<file path="config.mk">
export PLATFORM = sky130hd
export DESIGN_NAME = fetch_stage
export DESIGN_NICKNAME = d
export VERILOG_FILES = /design/src/mips_pkg.sv /design/src/fetch_stage.sv
export SDC_FILE = /design/constraint.sdc
export NUM_CORES = 1
export LEC_CHECK = 0
export ABC_AREA = 1
export BUFFER_PORTS_ARGS = -buffer_cell sky130_fd_sc_hd__buf_2
export CORE_AREA = 5 5 97 99
export CTS_BUF_LIST = sky130_fd_sc_hd__clkbuf_4
export DETAILED_ROUTE_END_ITERATION = 10
export DIE_AREA = 0 0 102 104
export PLACE_DENSITY = 0.79
export SYNTH_ARGS = -nofsm -noshare
export SYNTH_HDL_FRONTEND = slang
export SYNTH_SLANG_ARGS = --single-unit
</file>
<file path="constraint.sdc">
create_clock -name clk -period 1.5 [get_ports clk]
set_input_delay 0.3 -clock clk [delete_from_list [all_inputs] [get_ports clk]]
set_output_delay 0.3 -clock clk [all_outputs]
set_load 0.01 [all_outputs]
</file>
<file path="src/mips_pkg.sv">
`default_nettype none

package mips_pkg;

    ////////////////////////////////////////////////////////////
    // data widths
    ////////////////////////////////////////////////////////////

    typedef logic [31:0] word_t;
    typedef logic [4:0]  reg_idx_t;

    ////////////////////////////////////////////////////////////
    // instruction encodings
    ////////////////////////////////////////////////////////////

    // primary opcode, bits 31:26
    localparam logic [5:0] op_rtype = 6'h00;
    localparam logic [5:0] op_j     = 6'h02;
    localparam logic [5:0] op_beq   = 6'h04;
    localparam logic [5:0] op_bne   = 6'h05;
    localparam logic [5:0] op_addi  = 6'h08;
    localparam logic [5:0] op_lw    = 6'h23;
    localparam logic [5:0] op_sw    = 6'h2b;

    // r-type function field, bits 5:0
    localparam logic [5:0] fn_add = 6'h20;
    localparam logic [5:0] fn_sub = 6'h22;
    localparam logic [5:0] fn_and = 6'h24;
    localparam logic [5:0] fn_or  = 6'h25;
    localparam logic [5:0] fn_slt = 6'h2a;

    ////////////////////////////////////////////////////////////
    // control types
    ////////////////////////////////////////////////////////////

    typedef enum logic [2:0] {
        alu_add, alu_sub, alu_and, alu_or, alu_slt
    } alu_op_t;

    // writeback source
    typedef enum logic {
        wb_alu, wb_mem
    } wb_sel_t;

endpackage

`default_nettype wire

</file>
<file path="src/fetch_stage.sv">
`default_nettype none

module fetch_stage (
    input  wire                  clk,
    input  wire                  arst_n,
    input  wire                  taken,
    input  wire  mips_pkg::word_t target,
    input  wire  mips_pkg::word_t imem_data,
    output mips_pkg::word_t      imem_addr,
    output mips_pkg::word_t      if_pc4,
    output mips_pkg::word_t      if_instr
);
    import mips_pkg::*;

    word_t pc;
    word_t pc4;

    assign pc4       = pc + 32'd4;
    assign imem_addr = pc;

    // decode redirect lands one cycle after the delay slot fetch
    always_ff @(posedge clk or negedge arst_n) begin
        if (!arst_n) begin
            pc <= '0;
        end else if (taken) begin
            pc <= target;
        end else begin
            pc <= pc4;
        end
    end

    // IF/ID register, all-zero word decodes as a nop
    always_ff @(posedge clk or negedge arst_n) begin
        if (!arst_n) begin
            if_instr <= '0;
        end else begin
            if_instr <= imem_data;
        end
    end

    always_ff @(posedge clk) begin
        if_pc4 <= pc4;
    end

    // branch and jump targets from decode must keep the pc on word boundaries
    a_pc_aligned : assert property (@(posedge clk) disable iff (!arst_n)
        pc[1:0] == 2'b00)
        else $error("pc not word aligned: %h", pc);

endmodule

`default_nettype wire

</file>
==> results.sh <==
export IMPL_status="finished, final reports clean"
export IMPL_timing_hold_worst_start="target[25]"
export IMPL_ir_drop_uv=937
export IMPL_post_drt_wl_per_cell_um=14.9
export IMPL_tightest_slew_ns=0.349
export IMPL_cts_sinks=96
export IMPL_min_to="imem_addr[25]"
export IMPL_place_area_um2=4660
export IMPL_die_h_um=104
export IMPL_synth_fa_ha_area_share_pct=0.344
export IMPL_p_total_mw=5.49
export IMPL_synthTopCellsByArea="dfrtp_1, dfxtp_1, nand2_1, xor2_2, nor2_4"
export IMPL_drc=0
export IMPL_wl_um=10500
export IMPL_clockBufferDepth=2
export IMPL_die_area_um2=10600
export IMPL_grt_util_all_layers_pct=20.4
export IMPL_globalRouteOverflowTotal=0
export IMPL_synth_compound_area_share_pct=0.138
export IMPL_yosysWarnings=0
export IMPL_fillers=718
export IMPL_firstDrtPassIters=5
export IMPL_vias=3130
export IMPL_worstPathMaxFanout=5
export IMPL_top_level_ports=163
export IMPL_synth_xor_area_share_pct=5.27
export IMPL_fin_crit_ns=1.50
export IMPL_relSlewSlack_pct=76.7
export IMPL_syn_nets=440
export IMPL_cap_violations=0
export IMPL_h_tree_depth=3
export IMPL_cp_arrival_ns=1.84
export IMPL_synth_top_family_by_area="simple AND/OR/NAND/NOR gates"
export IMPL_root_buffer="clkbuf_4"
export IMPL_ys_types=22
export IMPL_syn_inst=372
export IMPL_grt_pass1_wl_um=16900
export IMPL_r2r_cells=10
export IMPL_rr_startpoint="imem_addr[3]"
export IMPL_cp_cell_sequence="buf_6 -> nand2_4 -> nor2_4 -> nand2_4 -> nor2_8 -> nand2_2 -> nand2_2 -> nand2_2 -> nand2_2 -> nand2_1"
export IMPL_syn_mean_instance_area_um2=9.76
export IMPL_gp_congestion=0.872
export IMPL_crit_path_max_incr_delay_ns=0.42
export IMPL_setup_viol=0
export IMPL_async_flop_share_pct=66.7
export IMPL_holdPathStages=3
export IMPL_cts_clk_slew_worst_paths_ns=0.15
export IMPL_hp_class="in2reg"
export IMPL_rrSetupSlack_ns=0.004
export IMPL_p_leak_nw=2.81
export IMPL_crit_type="reg2reg"
export IMPL_start_util_pct=42.9
export IMPL_cp_end_kind="flip-flop"
export IMPL_cts_tree="done"
export IMPL_worst_path_buf_inv=1
export IMPL_synthesis_area_um2=3630
export IMPL_postLayoutCellArea_um2=5300
export IMPL_cp_start_kind="flip-flop"
export IMPL_cp_required_ns=1.85
export IMPL_post_drt_via_cell_ratio=4.45
export IMPL_synthDominantCellAreaShare_pct=44.1
export IMPL_ant_nets=0
export IMPL_fin_crit_sh_pct=99.8
export IMPL_syn2layout_area_growth_pct=46.0
export IMPL_core_area_um2=8470
export IMPL_synth_area_mux_share_pct=0
export IMPL_finalHoldViolations=0
export IMPL_layout_nets=657
export IMPL_r2r_end="imem_addr[27]"
export IMPL_drt_iter0_drc=148
export IMPL_rsz0062_at_grt="true"
export IMPL_critical_path_top_delay_family="simple AND/OR/NAND/NOR gates"
export IMPL_grt_pass1_vias=3376
export IMPL_synth_simple_gate_area_share_pct=29.7
export IMPL_cpMostUsedCell="nand2_2"
export IMPL_drive_above_1_share_pct=43.8
export IMPL_yosys_most_used_dff="dfrtp_1"
export IMPL_fin_skew_ns=0.0164
export IMPL_die_w_um=102
export IMPL_antenna_found_initial=1
export IMPL_port_buffers=162
export IMPL_dpl_hpwl_um=7430
export IMPL_cts_made_buffers=9
export IMPL_num_rows=34
export IMPL_grt_max_degree=65
export IMPL_synth_edff_count=0
export IMPL_timing_hold_ws_ns=0.0548
export IMPL_fmax_ghz=0.668
export IMPL_slew_viol_final=0
export IMPL_ys_seq_area_share_pct=61.7
export IMPL_synth_top_area_cell="dfrtp_1"
export IMPL_crit_slowest_cell="dfrtp_1"
export IMPL_ys_ff_latch=96
export IMPL_power_density_nw_per_um2=1040
export IMPL_clk_latency_ns=0.44
[layout by cell type, fill, tap and decap left out, types with 9 or more instances in the layout]
master         instances
buf_2                161
nor2_4                 9
nand2_1              157
dfrtp_1               56
buf_4                 16
clkbuf_4              10
nor2_2                 9
dlygate4sd3_1         33
nand2_2               18
inv_1                 14
nor2_1                18
dfxtp_1               32
[where the power goes]
| part | switching (mW) | internal (mW) | total [mW] |
|---|---|---|---|
| Clock | 0.892 | 0.707 | 1.60 |
| Combinational | 0.505 | 0.442 | 0.947 |
| Sequential | 0.150 | 2.80 | 2.95 |
| Total | 1.55 | 3.95 | 5.49 |
[stage by stage]
| stage | instances | setup WS, ns | utilization [%] | setup TNS, ns |
|---|---|---|---|---|
| 6_report | 703 | 0.00360 | 62.6 | 0 |
| 5_1_grt | 703 | -0.0917 | 62.6 | -0.964 |
| 4_1_cts | 696 | 0.00242 | 61.1 | 0 |
| 3_5_place_dp | 646 | -0.00964 | 55.0 | -0.0183 |
| 3_3_place_gp | 646 | 0.00949 | 55.0 | 0 |
| 2_1_floorplan | 372 | 0.0339 | - | 0 |
[cells by family (layout without fill, tap and decap cells)]
logic type | after synthesis | count (layout)
AO/OA/AOI/OAI | 1 | 1
XOR/XNOR | 15 | 15
adder cells (fa/ha/maj) | 1 | 1
buffers and inverters | 25 | 247
flip-flops | 96 | 96
other | 0 | 1
AND/OR/NAND/NOR | 234 | 234
[final cells by class]
type	count	area, µm²	share of cell area (%)
diodes	1	2.50	0.0472
multi-input cells	251	1350	25.5
well taps	108	135	2.55
clock buffers	10	75.1	1.42
clock inverters	6	92.6	1.75
repair buffers	215	1330	25.1
flip-flops and latches	96	2250	42.5
inverters	16	60.1	1.13
[metal layers]
metal / vias to the layer above / track usage [%] / share of wire, % / routed length (µm)
met2: 124 / 33.9 / 49 / 5130
li1: 1549 / - / - / -
met4: 0 / 6.94 / 2.1 / 215
met3: 17 / 8.25 / 10 / 1080
met5: - / 0 / 0 / 0
met1: 1440 / 23.8 / 39 / 4050
[how the worst max path moves through the flow]
stage / start / end / slack (ns) / depth (start not counted)
floorplan: imem_addr[2] / imem_addr[22] / 0.03 / 10
global placement: imem_addr[13] / imem_addr[24] / 0.009 / 9
detailed placement: imem_addr[3] / imem_addr[24] / -0.01 / 10
CTS: imem_addr[18] / imem_addr[30] / 0.002 / 9
global route: imem_addr[4] / imem_addr[26] / -0.09 / 9
finish: imem_addr[3] / imem_addr[27] / 0.004 / 10
[tightest hold or removal path, stage by stage]
cell	delay, ns
buf_2	0.08
nand2_1	0.04
nand2_1	0.05
[Yosys cell counts (3+ instances only)]
library cell / n
nor2_8: 3
dfxtp_1: 32
nor2_4: 8
dfrtp_1: 64
nand3b_1: 8
nor2_1: 23
inv_1: 14
nor2_2: 5
nand2_1: 169
xor2_2: 8
and2_1: 3
xor2_1: 3
nand2_2: 7
xnor2_1: 4
nand3_1: 6
clkbuf_1: 5
[state kept, by name, indices dropped and copies added (netlist names)]
register and flops:
if_instr 32, if_pc4 32, imem_addr 32
[repair_timing]
item	CTS	global route
cloned	0	0
hold buffers	33	0
pin swaps	0	16
endpoints found under the hold margin	96	0
resized for setup	2	31
buffers inserted	1	6
setup endpoints to repair	4	21
Power figures use the tool's default switching activity.
