[src/mips_pkg.sv]
`default_nettype none

package mips_pkg;

    ////////////////////////////////////////////////////////////
    // data widths
    ////////////////////////////////////////////////////////////

    typedef logic [31:0] word_t;
    typedef logic [4:0]  reg_idx_t;

    ////////////////////////////////////////////////////////////
    // instruction encodings
    ////////////////////////////////////////////////////////////

    // primary opcode, bits 31:26
    localparam logic [5:0] op_rtype = 6'h00;
    localparam logic [5:0] op_j     = 6'h02;
    localparam logic [5:0] op_beq   = 6'h04;
    localparam logic [5:0] op_bne   = 6'h05;
    localparam logic [5:0] op_addi  = 6'h08;
    localparam logic [5:0] op_lw    = 6'h23;
    localparam logic [5:0] op_sw    = 6'h2b;

    // r-type function field, bits 5:0
    localparam logic [5:0] fn_add = 6'h20;
    localparam logic [5:0] fn_sub = 6'h22;
    localparam logic [5:0] fn_and = 6'h24;
    localparam logic [5:0] fn_or  = 6'h25;
    localparam logic [5:0] fn_slt = 6'h2a;

    ////////////////////////////////////////////////////////////
    // control types
    ////////////////////////////////////////////////////////////

    typedef enum logic [2:0] {
        alu_add, alu_sub, alu_and, alu_or, alu_slt
    } alu_op_t;

    // writeback source
    typedef enum logic {
        wb_alu, wb_mem
    } wb_sel_t;

endpackage

`default_nettype wire

[src/execute_stage.sv]
`default_nettype none

module execute_stage (
    input  wire                      clk,
    input  wire                      arst_n,
    input  wire  mips_pkg::word_t     ex_rs_data,
    input  wire  mips_pkg::word_t     ex_rt_data,
    input  wire  mips_pkg::word_t     ex_imm,
    input  wire  mips_pkg::reg_idx_t  ex_dst,
    input  wire  mips_pkg::alu_op_t   ex_alu_op,
    input  wire                      ex_use_imm,
    input  wire                      ex_reg_write,
    input  wire                      ex_mem_read,
    input  wire                      ex_mem_write,
    input  wire  mips_pkg::wb_sel_t   ex_wb_sel,
    output mips_pkg::word_t          mem_alu_result,
    output mips_pkg::word_t          mem_store_data,
    output mips_pkg::reg_idx_t       mem_dst,
    output logic                     mem_reg_write,
    output logic                     mem_mem_read,
    output logic                     mem_mem_write,
    output mips_pkg::wb_sel_t        mem_wb_sel
);
    import mips_pkg::*;

    word_t op_b;
    word_t alu_result;

    // immediate for addi, lw and sw address
    assign op_b = ex_use_imm ? ex_imm : ex_rt_data;

    always_comb begin
        case (ex_alu_op)
            alu_add: alu_result = ex_rs_data + op_b;
            alu_sub: alu_result = ex_rs_data - op_b;
            alu_and: alu_result = ex_rs_data & op_b;
            alu_or:  alu_result = ex_rs_data | op_b;
            alu_slt: alu_result = {31'd0, $signed(ex_rs_data) < $signed(op_b)};
            default: alu_result = ex_rs_data + op_b;
        endcase
    end

    ////////////////////////////////////////////////////////////
    // EX/MEM register
    ////////////////////////////////////////////////////////////

    always_ff @(posedge clk or negedge arst_n) begin
        if (!arst_n) begin
            mem_reg_write <= 1'b0;
            mem_mem_read  <= 1'b0;
            mem_mem_write <= 1'b0;
            mem_wb_sel    <= wb_alu;
        end else begin
            mem_reg_write <= ex_reg_write;
            mem_mem_read  <= ex_mem_read;
            mem_mem_write <= ex_mem_write;
            mem_wb_sel    <= ex_wb_sel;
        end
    end

    always_ff @(posedge clk) begin
        mem_alu_result <= alu_result;
        mem_store_data <= ex_rt_data;
        mem_dst        <= ex_dst;
    end

endmodule

`default_nettype wire

[config.mk]
export PLATFORM = sky130hd
export DESIGN_NAME = execute_stage
export DESIGN_NICKNAME = d
export VERILOG_FILES = /design/src/mips_pkg.sv /design/src/execute_stage.sv
export SDC_FILE = /design/constraint.sdc
export NUM_CORES = 1
export LEC_CHECK = 0
export ABC_AREA = 1
export BUFFER_PORTS_ARGS = -buffer_cell sky130_fd_sc_hd__buf_2
export CORE_MARGIN = 2
export CORE_UTILIZATION = 25
export DETAILED_ROUTE_END_ITERATION = 6
export SLEW_MARGIN = 15
export SYNTH_ARGS = -nofsm -noshare
export SYNTH_HDL_FRONTEND = slang
export SYNTH_SLANG_ARGS = --single-unit
export TNS_END_PERCENT = 1
[constraint.sdc]
create_clock -name clk -period 0.8 [get_ports clk]
set_clock_uncertainty 0.1 [all_clocks]
set_input_delay 0.08 -clock clk [delete_from_list [all_inputs] [get_ports clk]]
set_output_delay 0.08 -clock clk [all_outputs]
set_load 0.02 [all_outputs]
==> flow_metrics.py, run 1 <==
metrics = {
    "outcome": {
        "violations": "setup timing",
        "status": "finished, violations left",
    },
    "clocking": {
        "clockBufferDepth": 2,
        "cts_sinks": 73,
        "numCtsBuffers": 9,
        "root_buffer": "clkbuf_16",
        "cts_tree": "yes",
        "htree_levels": 3,
        "clkSlewWorstSetupHoldPaths_ns": 0.06,
    },
    "sta": {
        "tns_ns": -49.44,
        "max_freq_mhz": 495.3,
        "rsz0062_at_grt": "true",
        "min_period_ns": 2.019,
        "finalMaxSlewViolations": 0,
        "setup-violations-final": 105,
        "finalHoldViolCount": 0,
        "slew_headroom_pct": 73.56,
        "layout_setup_ws_ns": -1.219,
        "holdWs_ns": 0.03392,
        "fin_crit_sh_pct": 252.4,
        "worstMarginPinSlew_ns": 0.3924,
    },
    "worst_setup_path": {
        "endpoint_kind": "flip-flop",
        "cp_max_fo": 8,
        "path_buf_inv": 5,
        "critPathTopFamily": "simple AND/OR/NAND/NOR gates",
        "max_stage_delay_ns": 0.38,
        "critPathArrivalTime_ns": 2.17,
        "crit_path_start_kind": "input port",
        "required_ns": 0.95,
        "path_class": "input port to flip-flop",
        "crit_chain": "clkbuf_16 > buf_16 > o21ai_4 > inv_2 > ha_4 > fa_2 > inv_2 > nand4_1 > nand3b_1 > nand2_1 > nand2_2 > buf_4 > a21oi_1 > o21ai_0 > nand3b_1",
        "crit_slowest_cell": "fa_2",
    },
    "power_and_ir_drop": {
        "ir_drop_uv": 1067,
        "powerDensity_nw_per_um2": 1394,
        "power_mw": 19.98,
        "p_leak_nw": 7.532,
    },
    "cells_and_area": {
        "antenna_cells": 0,
        "finalNetCount": 2065,
        "fin_area_um2": 14330,
        "nFillCells": 3197,
        "layout-drive-gt1-share_pct": 46.98,
        "utilization_pct": 45.54,
        "layout_commonest_cell": "nand2_1",
        "final_cell_mix": "294 x nand2_1, 269 x buf_4, 248 x inv_1, 112 x buf_2",
        "stdcell_count": 2256,
        "area_growth_pct": 79.48,
    },
    "min_path": {
        "hold_start": "ex_rs_data[2]",
        "hold_class": "input port to flip-flop",
        "holdPathStages": 4,
        "hold_end": "mem_alu_result[2]",
    },
    "synth": {
        "synth_top_area_cell": "dfxtp_1",
        "ys_types": 41,
        "synthTopCellsByArea": "dfxtp_1 17%, nand2_1 17%, ha_1 16%",
        "ys_ff_latch": 73,
        "syn_area_um2": 7986,
        "syn_nets": 1571,
        "yosysWarnings": 0,
        "synthCells": 1355,
        "netlist.area_leader.share_pct": 17.30,
        "ys_seq_area_share_pct": 18.55,
        "synth.avg_cell_area_um2": 5.894,
    },
    "placed_design": {
        "post-place-cells": 2174,
        "hpwl_um": 29120,
        "io_buffers": 183,
        "placed_area_um2": 11330,
        "globalplace.congestion": 0.9432,
        "dp_slack_ns": -1.950,
    },
    "floorplan": {
        "rows": 65,
        "die-area_um2": 33390,
        "die_w_um": 182.7,
        "num_io_pins": 184,
        "chipHeight_um": 182.7,
        "start_util_pct": 25.37,
        "design.core.area_um2": 31470,
    },
    "global_routing": {
        "grt.busiest_layer": "met2",
        "use_met2_pct": 37.20,
        "antenna_found_initial": 0,
        "use_met1_pct": 29.61,
        "grt_pass1_vias": 10310,
        "grt_pass1_wl_um": 55850,
        "track_usage_pct": 22.18,
        "use_met3_pct": 2.701,
        "grt_max_degree": 22,
        "grt_overflow": 0,
    },
    "flow_run": {
        "cap_violations": 0,
    },
    "detailed_routing": {
        "num_vias": 10320,
        "first_pass_iters": 7,
        "drc_errors": 0,
        "drt_iter0_markers": 534,
        "drtAntennaViolNets": 0,
        "via_per_inst": 4.573,
        "drt_wl_total_um": 37680,
        "wl_per_cell_um": 16.70,
    },
}
final cells by class:
class | count | area (um2) | share of cell area [%]
flip-flops and latches | 73 | 1564 | 10.91
multi-input cells | 966 | 6715 | 46.85
inverters | 284 | 1071 | 7.472
well taps | 402 | 503.0 | 3.509
clock inverters | 3 | 15.01 | 0.1047
repair buffers | 515 | 4205 | 29.34
clock buffers | 13 | 260.3 | 1.816
Yosys cell counts (all sizes together):
cell / number
nand2: 371
inv: 284
nor2: 125
nand3: 110
ha: 103
a21oi: 102
o21ai: 75
dfxtp: 69
nor3: 19
buf: 18
clkbuf: 14
o21bai: 13
nand4: 10
nand3b: 7
xor2: 6
o2111ai: 5
and2: 4
dfrtp: 4
a211oi: 2
a31oi: 2
fa: 2
nor4: 2
o22ai: 2
a2111o: 1
a32oi: 1
o211ai: 1
o221ai: 1
or2: 1
xnor2: 1
repair_timing:
| action | 4_1_cts | 5_1_grt |
|---|---|---|
| setup endpoints to repair | 105 | 109 |
| hold buffers | 43 | 0 |
| buffers inserted | 8 | 10 |
| endpoints found under the hold margin | 45 | 0 |
| resized for setup | 411 | 202 |
| pin swaps | 49 | 67 |
| cloned | 4 | 2 |
kinds of logic (layout without fill, tap and decap cells):
group	Yosys count	in the layout	share of synthesized area, %
fa+ha+maj	105	105	16.64
buf+inv	316	815	15.68
compound gates	205	205	13.96
simple gates	649	649	34.40
xor+xnor	7	7	0.7677
flops	73	73	18.55
how the worst max path moves through the flow:
stage               start  depth (start not counted)  slack (ns)            endpoint
5_1_grt        ex_use_imm                         16       -1.32  mem_alu_result[26]
3_5_place_dp   ex_use_imm                         18       -1.95   mem_alu_result[0]
6_report       ex_use_imm                         15       -1.22  mem_alu_result[10]
2_1_floorplan  ex_use_imm                         20       -1.35  mem_alu_result[30]
3_3_place_gp   ex_use_imm                         18       -1.97   mem_alu_result[0]
4_1_cts        ex_use_imm                         16       -1.19  mem_alu_result[24]
metal layers:
metal | wire [um] | vias up
li1 | - | 5199
met3 | 1717 | 36
met2 | 17600 | 279
met5 | 0 | -
met1 | 17570 | 4802
met4 | 789 | 0
sequential cells by signal (all words and copies together), names as in the netlist:
register        count
mem_mem_read        1
mem_wb_sel          1
mem_mem_write       1
mem_reg_write       1
mem_alu_result     32
mem_store_data     32
mem_dst             5
where the power goes:
group	switching [mW]	total [mW]	leakage [nW]	internal (mW)
Combinational	6.25	11.5	6.76	5.21
Clock	1.82	4.08	0.139	2.26
Sequential	0.253	4.44	0.631	4.19
Total	8.33	20.0	7.53	11.6
Power figures use the tool's default switching activity.
==> inputs of run 2 (changes only) <==
--- a/config.mk
+++ b/config.mk
@@ -7,9 +7,9 @@
 export LEC_CHECK = 0
 export ABC_AREA = 1
 export BUFFER_PORTS_ARGS = -buffer_cell sky130_fd_sc_hd__buf_2
-export CORE_MARGIN = 2
-export CORE_UTILIZATION = 25
+export CORE_UTILIZATION = 30
 export DETAILED_ROUTE_END_ITERATION = 6
+export RECOVER_POWER = 25
 export SLEW_MARGIN = 15
 export SYNTH_ARGS = -nofsm -noshare
 export SYNTH_HDL_FRONTEND = slang
==> run 2 against run 1 <==
Against the previous run:
- non-clock buffer count is 42 higher
- first-iteration DRC count rose by 28%
- the run ends with hold timing, setup timing left
- design area fell by 1.7%
- core utilization grew 8.5 points
- global-route usage rose by 4.7 points
- critical path depth is 3 higher
- largest cell class unchanged
- routed wire length down 3.7%
- flip-flop and latch count unchanged
- highest routed layer unchanged
- critical endpoint is now mem_alu_result[16]
- worst hold slack got worse by 0.063 ns
==> flow_metrics.py, run 2 (synthesis results as in run 1) <==
metrics = {
    "sta": {
        "tns_ns": -51.52,
        "layout_setup_ws_ns": -1.311,
        "worstMarginPinSlew_ns": 0.3968,
        "min_period_ns": 2.111,
        "setup-violations-final": 105,
        "fin_crit_sh_pct": 263.9,
        "holdWs_ns": -0.02927,
        "rsz0062_at_grt": "true",
        "finalMaxSlewViolations": 0,
        "slew_headroom_pct": 73.26,
        "max_freq_mhz": 473.7,
        "finalHoldViolCount": 4,
    },
    "cells_and_area": {
        "multiInputGateArea_um2": 6304,
        "stdcell_count": 2231,
        "final_cell_mix": "320 x nand2_1, 317 x buf_4, 262 x inv_1, 111 x buf_2, 91 x nor2_1",
        "fin_area_um2": 14090,
        "utilization_pct": 54.06,
        "antenna_cells": 0,
        "finalNetCount": 2107,
        "nFillCells": 2586,
        "layout-drive-gt1-share_pct": 44.09,
        "seq_area_um2": 1570,
        "layout_commonest_cell": "nand2_1",
        "area_growth_pct": 76.39,
        "largestRegisters": "mem_alu_result (32), mem_store_data (32), mem_dst (5)",
    },
    "placed_design": {
        "placed_area_um2": 11560,
        "dp_slack_ns": -2.073,
        "io_buffers": 183,
        "hpwl_um": 29140,
        "globalplace.congestion": 0.9487,
        "post-place-cells": 2154,
    },
    "global_routing": {
        "antenna_found_initial": 0,
        "grt_pass1_wl_um": 54570,
        "track_usage_pct": 26.88,
        "grt_max_degree": 27,
        "grt_overflow": 0,
        "grt_pass1_vias": 10120,
    },
    "power_and_ir_drop": {
        "p_int_mw": 11.99,
        "powerDensity_nw_per_um2": 1445,
        "power.switching_mw": 8.368,
        "p_leak_nw": 7.588,
        "ir_drop_uv": 881.5,
        "combPwrFrac_pct": 55.8,
        "swShare_pct": 41.10,
        "power.share.sequential_pct": 21.8,
        "power_mw": 20.36,
        "clock_power_share_pct": 22.3,
    },
    "clocking": {
        "cts_hold_buf": 42,
        "cts_tree": "yes",
        "root_buffer": "clkbuf_16",
        "clkSlewWorstSetupHoldPaths_ns": 0.07,
        "clockBufferDepth": 2,
        "htree_levels": 3,
        "cts_sinks": 73,
        "numCtsBuffers": 9,
    },
    "detailed_routing": {
        "drtAntennaViolNets": 0,
        "drc_errors": 0,
        "drt_wl_total_um": 36300,
        "first_pass_iters": 7,
        "num_vias": 10420,
        "drt_iter0_markers": 686,
        "wl_per_cell_um": 16.27,
        "via_per_inst": 4.671,
    },
    "worst_setup_path": {
        "cp_max_fo": 7,
        "path_class": "input port to flip-flop",
        "critPathArrivalTime_ns": 2.25,
        "crit_path_start_kind": "input port",
        "required_ns": 0.94,
        "endpoint_kind": "flip-flop",
    },
    "floorplan": {
        "num_io_pins": 184,
        "start_util_pct": 30.65,
        "rows": 59,
        "chipHeight_um": 165.2,
        "die_w_um": 165.2,
        "design.core.area_um2": 26060,
        "die-area_um2": 27280,
    },
    "outcome": {
        "violations": "hold timing, setup timing",
        "status": "finished, violations left",
    },
    "flow_run": {
        "cap_violations": 0,
    },
    "min_path": {
        "hold_class": "input port to asynchronous set/reset pin",
    },
}
[run 2: critical path: stages]
cell and delay (ns):
buf_12 0.13, buf_12 0.14, buf_8 0.14, nand2_4 0.06, o21ai_4 0.05, inv_2 0.09
ha_4 0.14, inv_2 0.04, fa_2 0.41, inv_2 0.07, nand3_2 0.08, nand3_4 0.10
inv_2 0.06, o21ai_4 0.16, a21oi_2 0.13, xnor2_4 0.16, nand2_1 0.10, nand3_1 0.09
[run 2: repair_timing]
action,4_1_cts,5_1_grt
pin swaps,53,24
hold endpoints to repair,45,4
setup endpoints to repair,105,105
cloned,2,0
resized for setup,426,66
buffers inserted,14,4
[run 2: area by class of cell]
type	instances	share of cell area (%)
flip-flops and latches	73	11.15
inverters	284	7.603
well taps	335	2.975
clock buffers	10	1.696
repair buffers	557	31.36
multi-input cells	966	44.75
clock inverters	6	0.4707
[run 2: layer usage]
metal / share of wire, % / up-vias / track usage, %
met1: 47 / 4799 / 37.00
met5: 0 / - / 0
met4: 1.4 / 0 / 6.255
met2: 46 / 297 / 43.48
met3: 5.9 / 30 / 4.321
li1: - / 5294 / -
[run 2: worst max path at each step]
stage / startpoint / end / slack [ns] / depth (start not counted)
6_report: ex_use_imm / mem_alu_result[16] / -1.31 / 18
2_1_floorplan: ex_use_imm / mem_alu_result[30] / -1.35 / 20
3_5_place_dp: ex_use_imm / mem_alu_result[31] / -2.07 / 15
4_1_cts: ex_use_imm / mem_alu_result[20] / -1.28 / 20
5_1_grt: ex_use_imm / mem_alu_result[8] / -1.43 / 16
3_3_place_gp: ex_use_imm / mem_alu_result[31] / -2.12 / 15
[run 2: power by group through the flow]
stage / registers (mW) / clock network (mW) / logic [mW]
floorplan: 4.88 / 0 / 4.00
global placement: 4.32 / 0 / 9.18
detailed placement: 4.32 / 0 / 9.19
CTS: 4.44 / 4.65 / 10.9
global route: 4.49 / 4.76 / 12.3
finish: 4.45 / 4.55 / 11.4
==> inputs of run 3 (changes only) <==
--- a/config.mk
+++ b/config.mk
@@ -9,9 +9,9 @@
 export BUFFER_PORTS_ARGS = -buffer_cell sky130_fd_sc_hd__buf_2
 export CORE_UTILIZATION = 30
 export DETAILED_ROUTE_END_ITERATION = 6
+export MAX_ROUTING_LAYER = met4
 export RECOVER_POWER = 25
 export SLEW_MARGIN = 15
 export SYNTH_ARGS = -nofsm -noshare
 export SYNTH_HDL_FRONTEND = slang
 export SYNTH_SLANG_ARGS = --single-unit
-export TNS_END_PERCENT = 1
==> run 3 against run 2 <==
Against the previous run:
- the run still ends with hold timing, setup timing left
- sequential share of layout area is 0.86 points lower
- routed wire length up 3.9%
- die area unchanged
- cell count down 0.63%
- combinational power increased by 9.6%
- via count is 2.3% higher
- first-iteration DRC count increased by 16%
- clock power about the same
- sequential power about the same
- critical path depth did not move
- flip-flop and latch count stayed put
- design area is 8.1% higher
- critical path type unchanged
==> flow_metrics.py, run 3 (synthesis results as in run 1) <==
metrics = {
    "detailed_routing": {
        "m1WireLength_um": 17470,
        "dr_wl_met2_um": 17520,
        "num_vias": 10660,
        "drt_iter0_markers": 798,
        "first_pass_iters": 5,
        "drt_wl_total_um": 37700,
        "maxUsedRoutingLayer": "met4",
        "drtAntennaViolNets": 0,
        "via_per_inst": 4.809,
        "wl_met3_um": 1974,
        "drc_errors": 0,
        "wl_per_cell_um": 17.00,
    },
    "sta": {
        "min_period_ns": 2.051,
        "slew_headroom_pct": 71.28,
        "worstMarginPinSlew_ns": 0.4304,
        "setup-violations-final": 105,
        "finalHoldViolCount": 4,
        "tns_ns": -49.23,
        "rsz0062_at_grt": "true",
        "layout_setup_ws_ns": -1.251,
        "holdWs_ns": -0.01760,
        "fin_crit_sh_pct": 256.4,
        "max_freq_mhz": 487.5,
        "finalMaxSlewViolations": 0,
    },
    "floorplan": {
        "chipHeight_um": 165.2,
        "start_util_pct": 30.65,
        "die_w_um": 165.2,
        "design.core.area_um2": 26060,
        "die-area_um2": 27280,
        "rows": 59,
        "num_io_pins": 184,
    },
    "cells_and_area": {
        "multiInputGateArea_um2": 7370,
        "seq_area_um2": 1568,
        "finalNetCount": 2093,
        "fin_area_um2": 15230,
        "largestRegisters": "mem_alu_result (32), mem_store_data (32), mem_dst (5)",
        "final_cell_mix": "279 x buf_4, 262 x nand2_1, 244 x inv_1, 106 x buf_2, 97 x buf_6",
        "antenna_cells": 0,
        "nFillCells": 2408,
        "stdcell_count": 2217,
        "area_growth_pct": 90.76,
        "layout_commonest_cell": "buf_4",
        "layout-drive-gt1-share_pct": 52.82,
        "utilization_pct": 58.46,
    },
    "worst_setup_path": {
        "required_ns": 1.01,
        "critPathArrivalTime_ns": 2.26,
        "path_buf_inv": 7,
        "critPathTopFamily": "buffers and inverters",
        "endpoint_kind": "flip-flop",
        "crit_path_start_kind": "input port",
        "cp_common_cell": "inv_2",
        "crit_chain": "buf_16 > buf_12 > nand2_4 > o21ai_4 > inv_2 > ha_4 > inv_2 > fa_2 > inv_2 > nand3_4 > nand3_4 > buf_6 > inv_4 > o21ai_4 > a21oi_2 > xnor2_2 > nand2_2 > nand3_2",
        "path_class": "input port to flip-flop",
        "cp_max_fo": 6,
        "max_stage_delay_ns": 0.36,
        "crit_slowest_cell": "fa_2",
    },
    "clocking": {
        "cts_hold_buf": 42,
        "cts_sinks": 73,
        "clkSlewWorstSetupHoldPaths_ns": 0.07,
        "numCtsBuffers": 9,
        "root_buffer": "clkbuf_16",
        "htree_levels": 3,
        "cts_tree": "yes",
        "clockBufferDepth": 2,
    },
    "placed_design": {
        "post-place-cells": 2124,
        "globalplace.congestion": 0.9960,
        "io_buffers": 183,
        "hpwl_um": 28720,
        "placed_area_um2": 11510,
    },
    "global_routing": {
        "antenna_found_initial": 0,
        "grt_pass1_wl_um": 56210,
        "grt_overflow": 0,
        "grt_max_degree": 15,
        "grt_pass1_vias": 10400,
        "track_usage_pct": 28.44,
    },
    "power_and_ir_drop": {
        "p_leak_nw": 7.834,
        "ir_drop_uv": 771.6,
        "powerDensity_nw_per_um2": 1409,
    },
    "min_path": {
        "hold_class": "input port to asynchronous set/reset pin",
    },
    "flow_run": {
        "cap_violations": 0,
    },
    "outcome": {
        "status": "finished, violations left",
        "violations": "hold timing, setup timing",
    },
}
[run 3: cell types whose count changed in the layout (fill, tap and decap cells not counted), moves of 14 or more]
| cell | delta |
|---|---|
| nand3_1 | -21 |
| o21ai_0 | -23 |
| o21ai_4 | +15 |
| buf_6 | +22 |
| inv_1 | -18 |
| inv_2 | +15 |
| ha_4 | +14 |
| buf_4 | -38 |
| nand2_4 | +28 |
| nand2_1 | -58 |
| nand3_2 | +14 |
| ha_1 | -23 |
| nand2_2 | +30 |
| a21oi_1 | -16 |
[run 3: where the power goes]
part,switching (mW),internal (mW),leakage [nW]
logic,6.77,5.73,7.06
registers,0.229,4.19,0.631
clock network,2.03,2.51,0.141
total,9.03,12.4,7.83
[run 3: per-layer routing]
| layer | vias up | global-route usage [%] |
|---|---|---|
| met2 | 336 | 45.34 |
| met5 | - | - |
| met1 | 5009 | 37.71 |
| li1 | 5270 | - |
| met4 | 0 | 7.923 |
| met3 | 46 | 3.247 |
[run 3: repair_timing]
item / 4_1_cts / 5_1_grt
gates cloned: 3 / 0
setup buffers: 27 / 10
endpoints found under the setup margin: 105 / 105
hold endpoints to repair: 45 / 4
pin swaps: 100 / 75
resized for setup: 549 / 191
[run 3: through the flow]
step,setup slack [ns],power [mW]
3_5_place_dp,-1.851,13.38
4_1_cts,-1.177,20.43
5_1_grt,-1.335,22.62
6_report,-1.251,21.46
3_3_place_gp,-1.850,13.35
2_1_floorplan,-1.342,9.014
[run 3: final cells by class]
class | instances | share of cell area (%)
sequential | 73 | 10.29
tap | 335 | 2.751
inverter | 284 | 7.079
timing repair buffer | 543 | 29.50
clock buffer | 10 | 1.569
multi-input combinational | 966 | 48.37
clock inverter | 6 | 0.4353
[run 3: path summary, 6_finish.rpt]
check / end / slack [ns] / depth (start not counted) / startpoint
max: mem_alu_result[16] / -1.25 / 18 / ex_use_imm
min: mem_mem_read / -0.02 / 2 / arst_n
max in group asynchronous: mem_wb_sel / 0.42 / 2 / arst_n
min in group clk: mem_alu_result[29] / 0.04 / 4 / ex_rs_data[29]
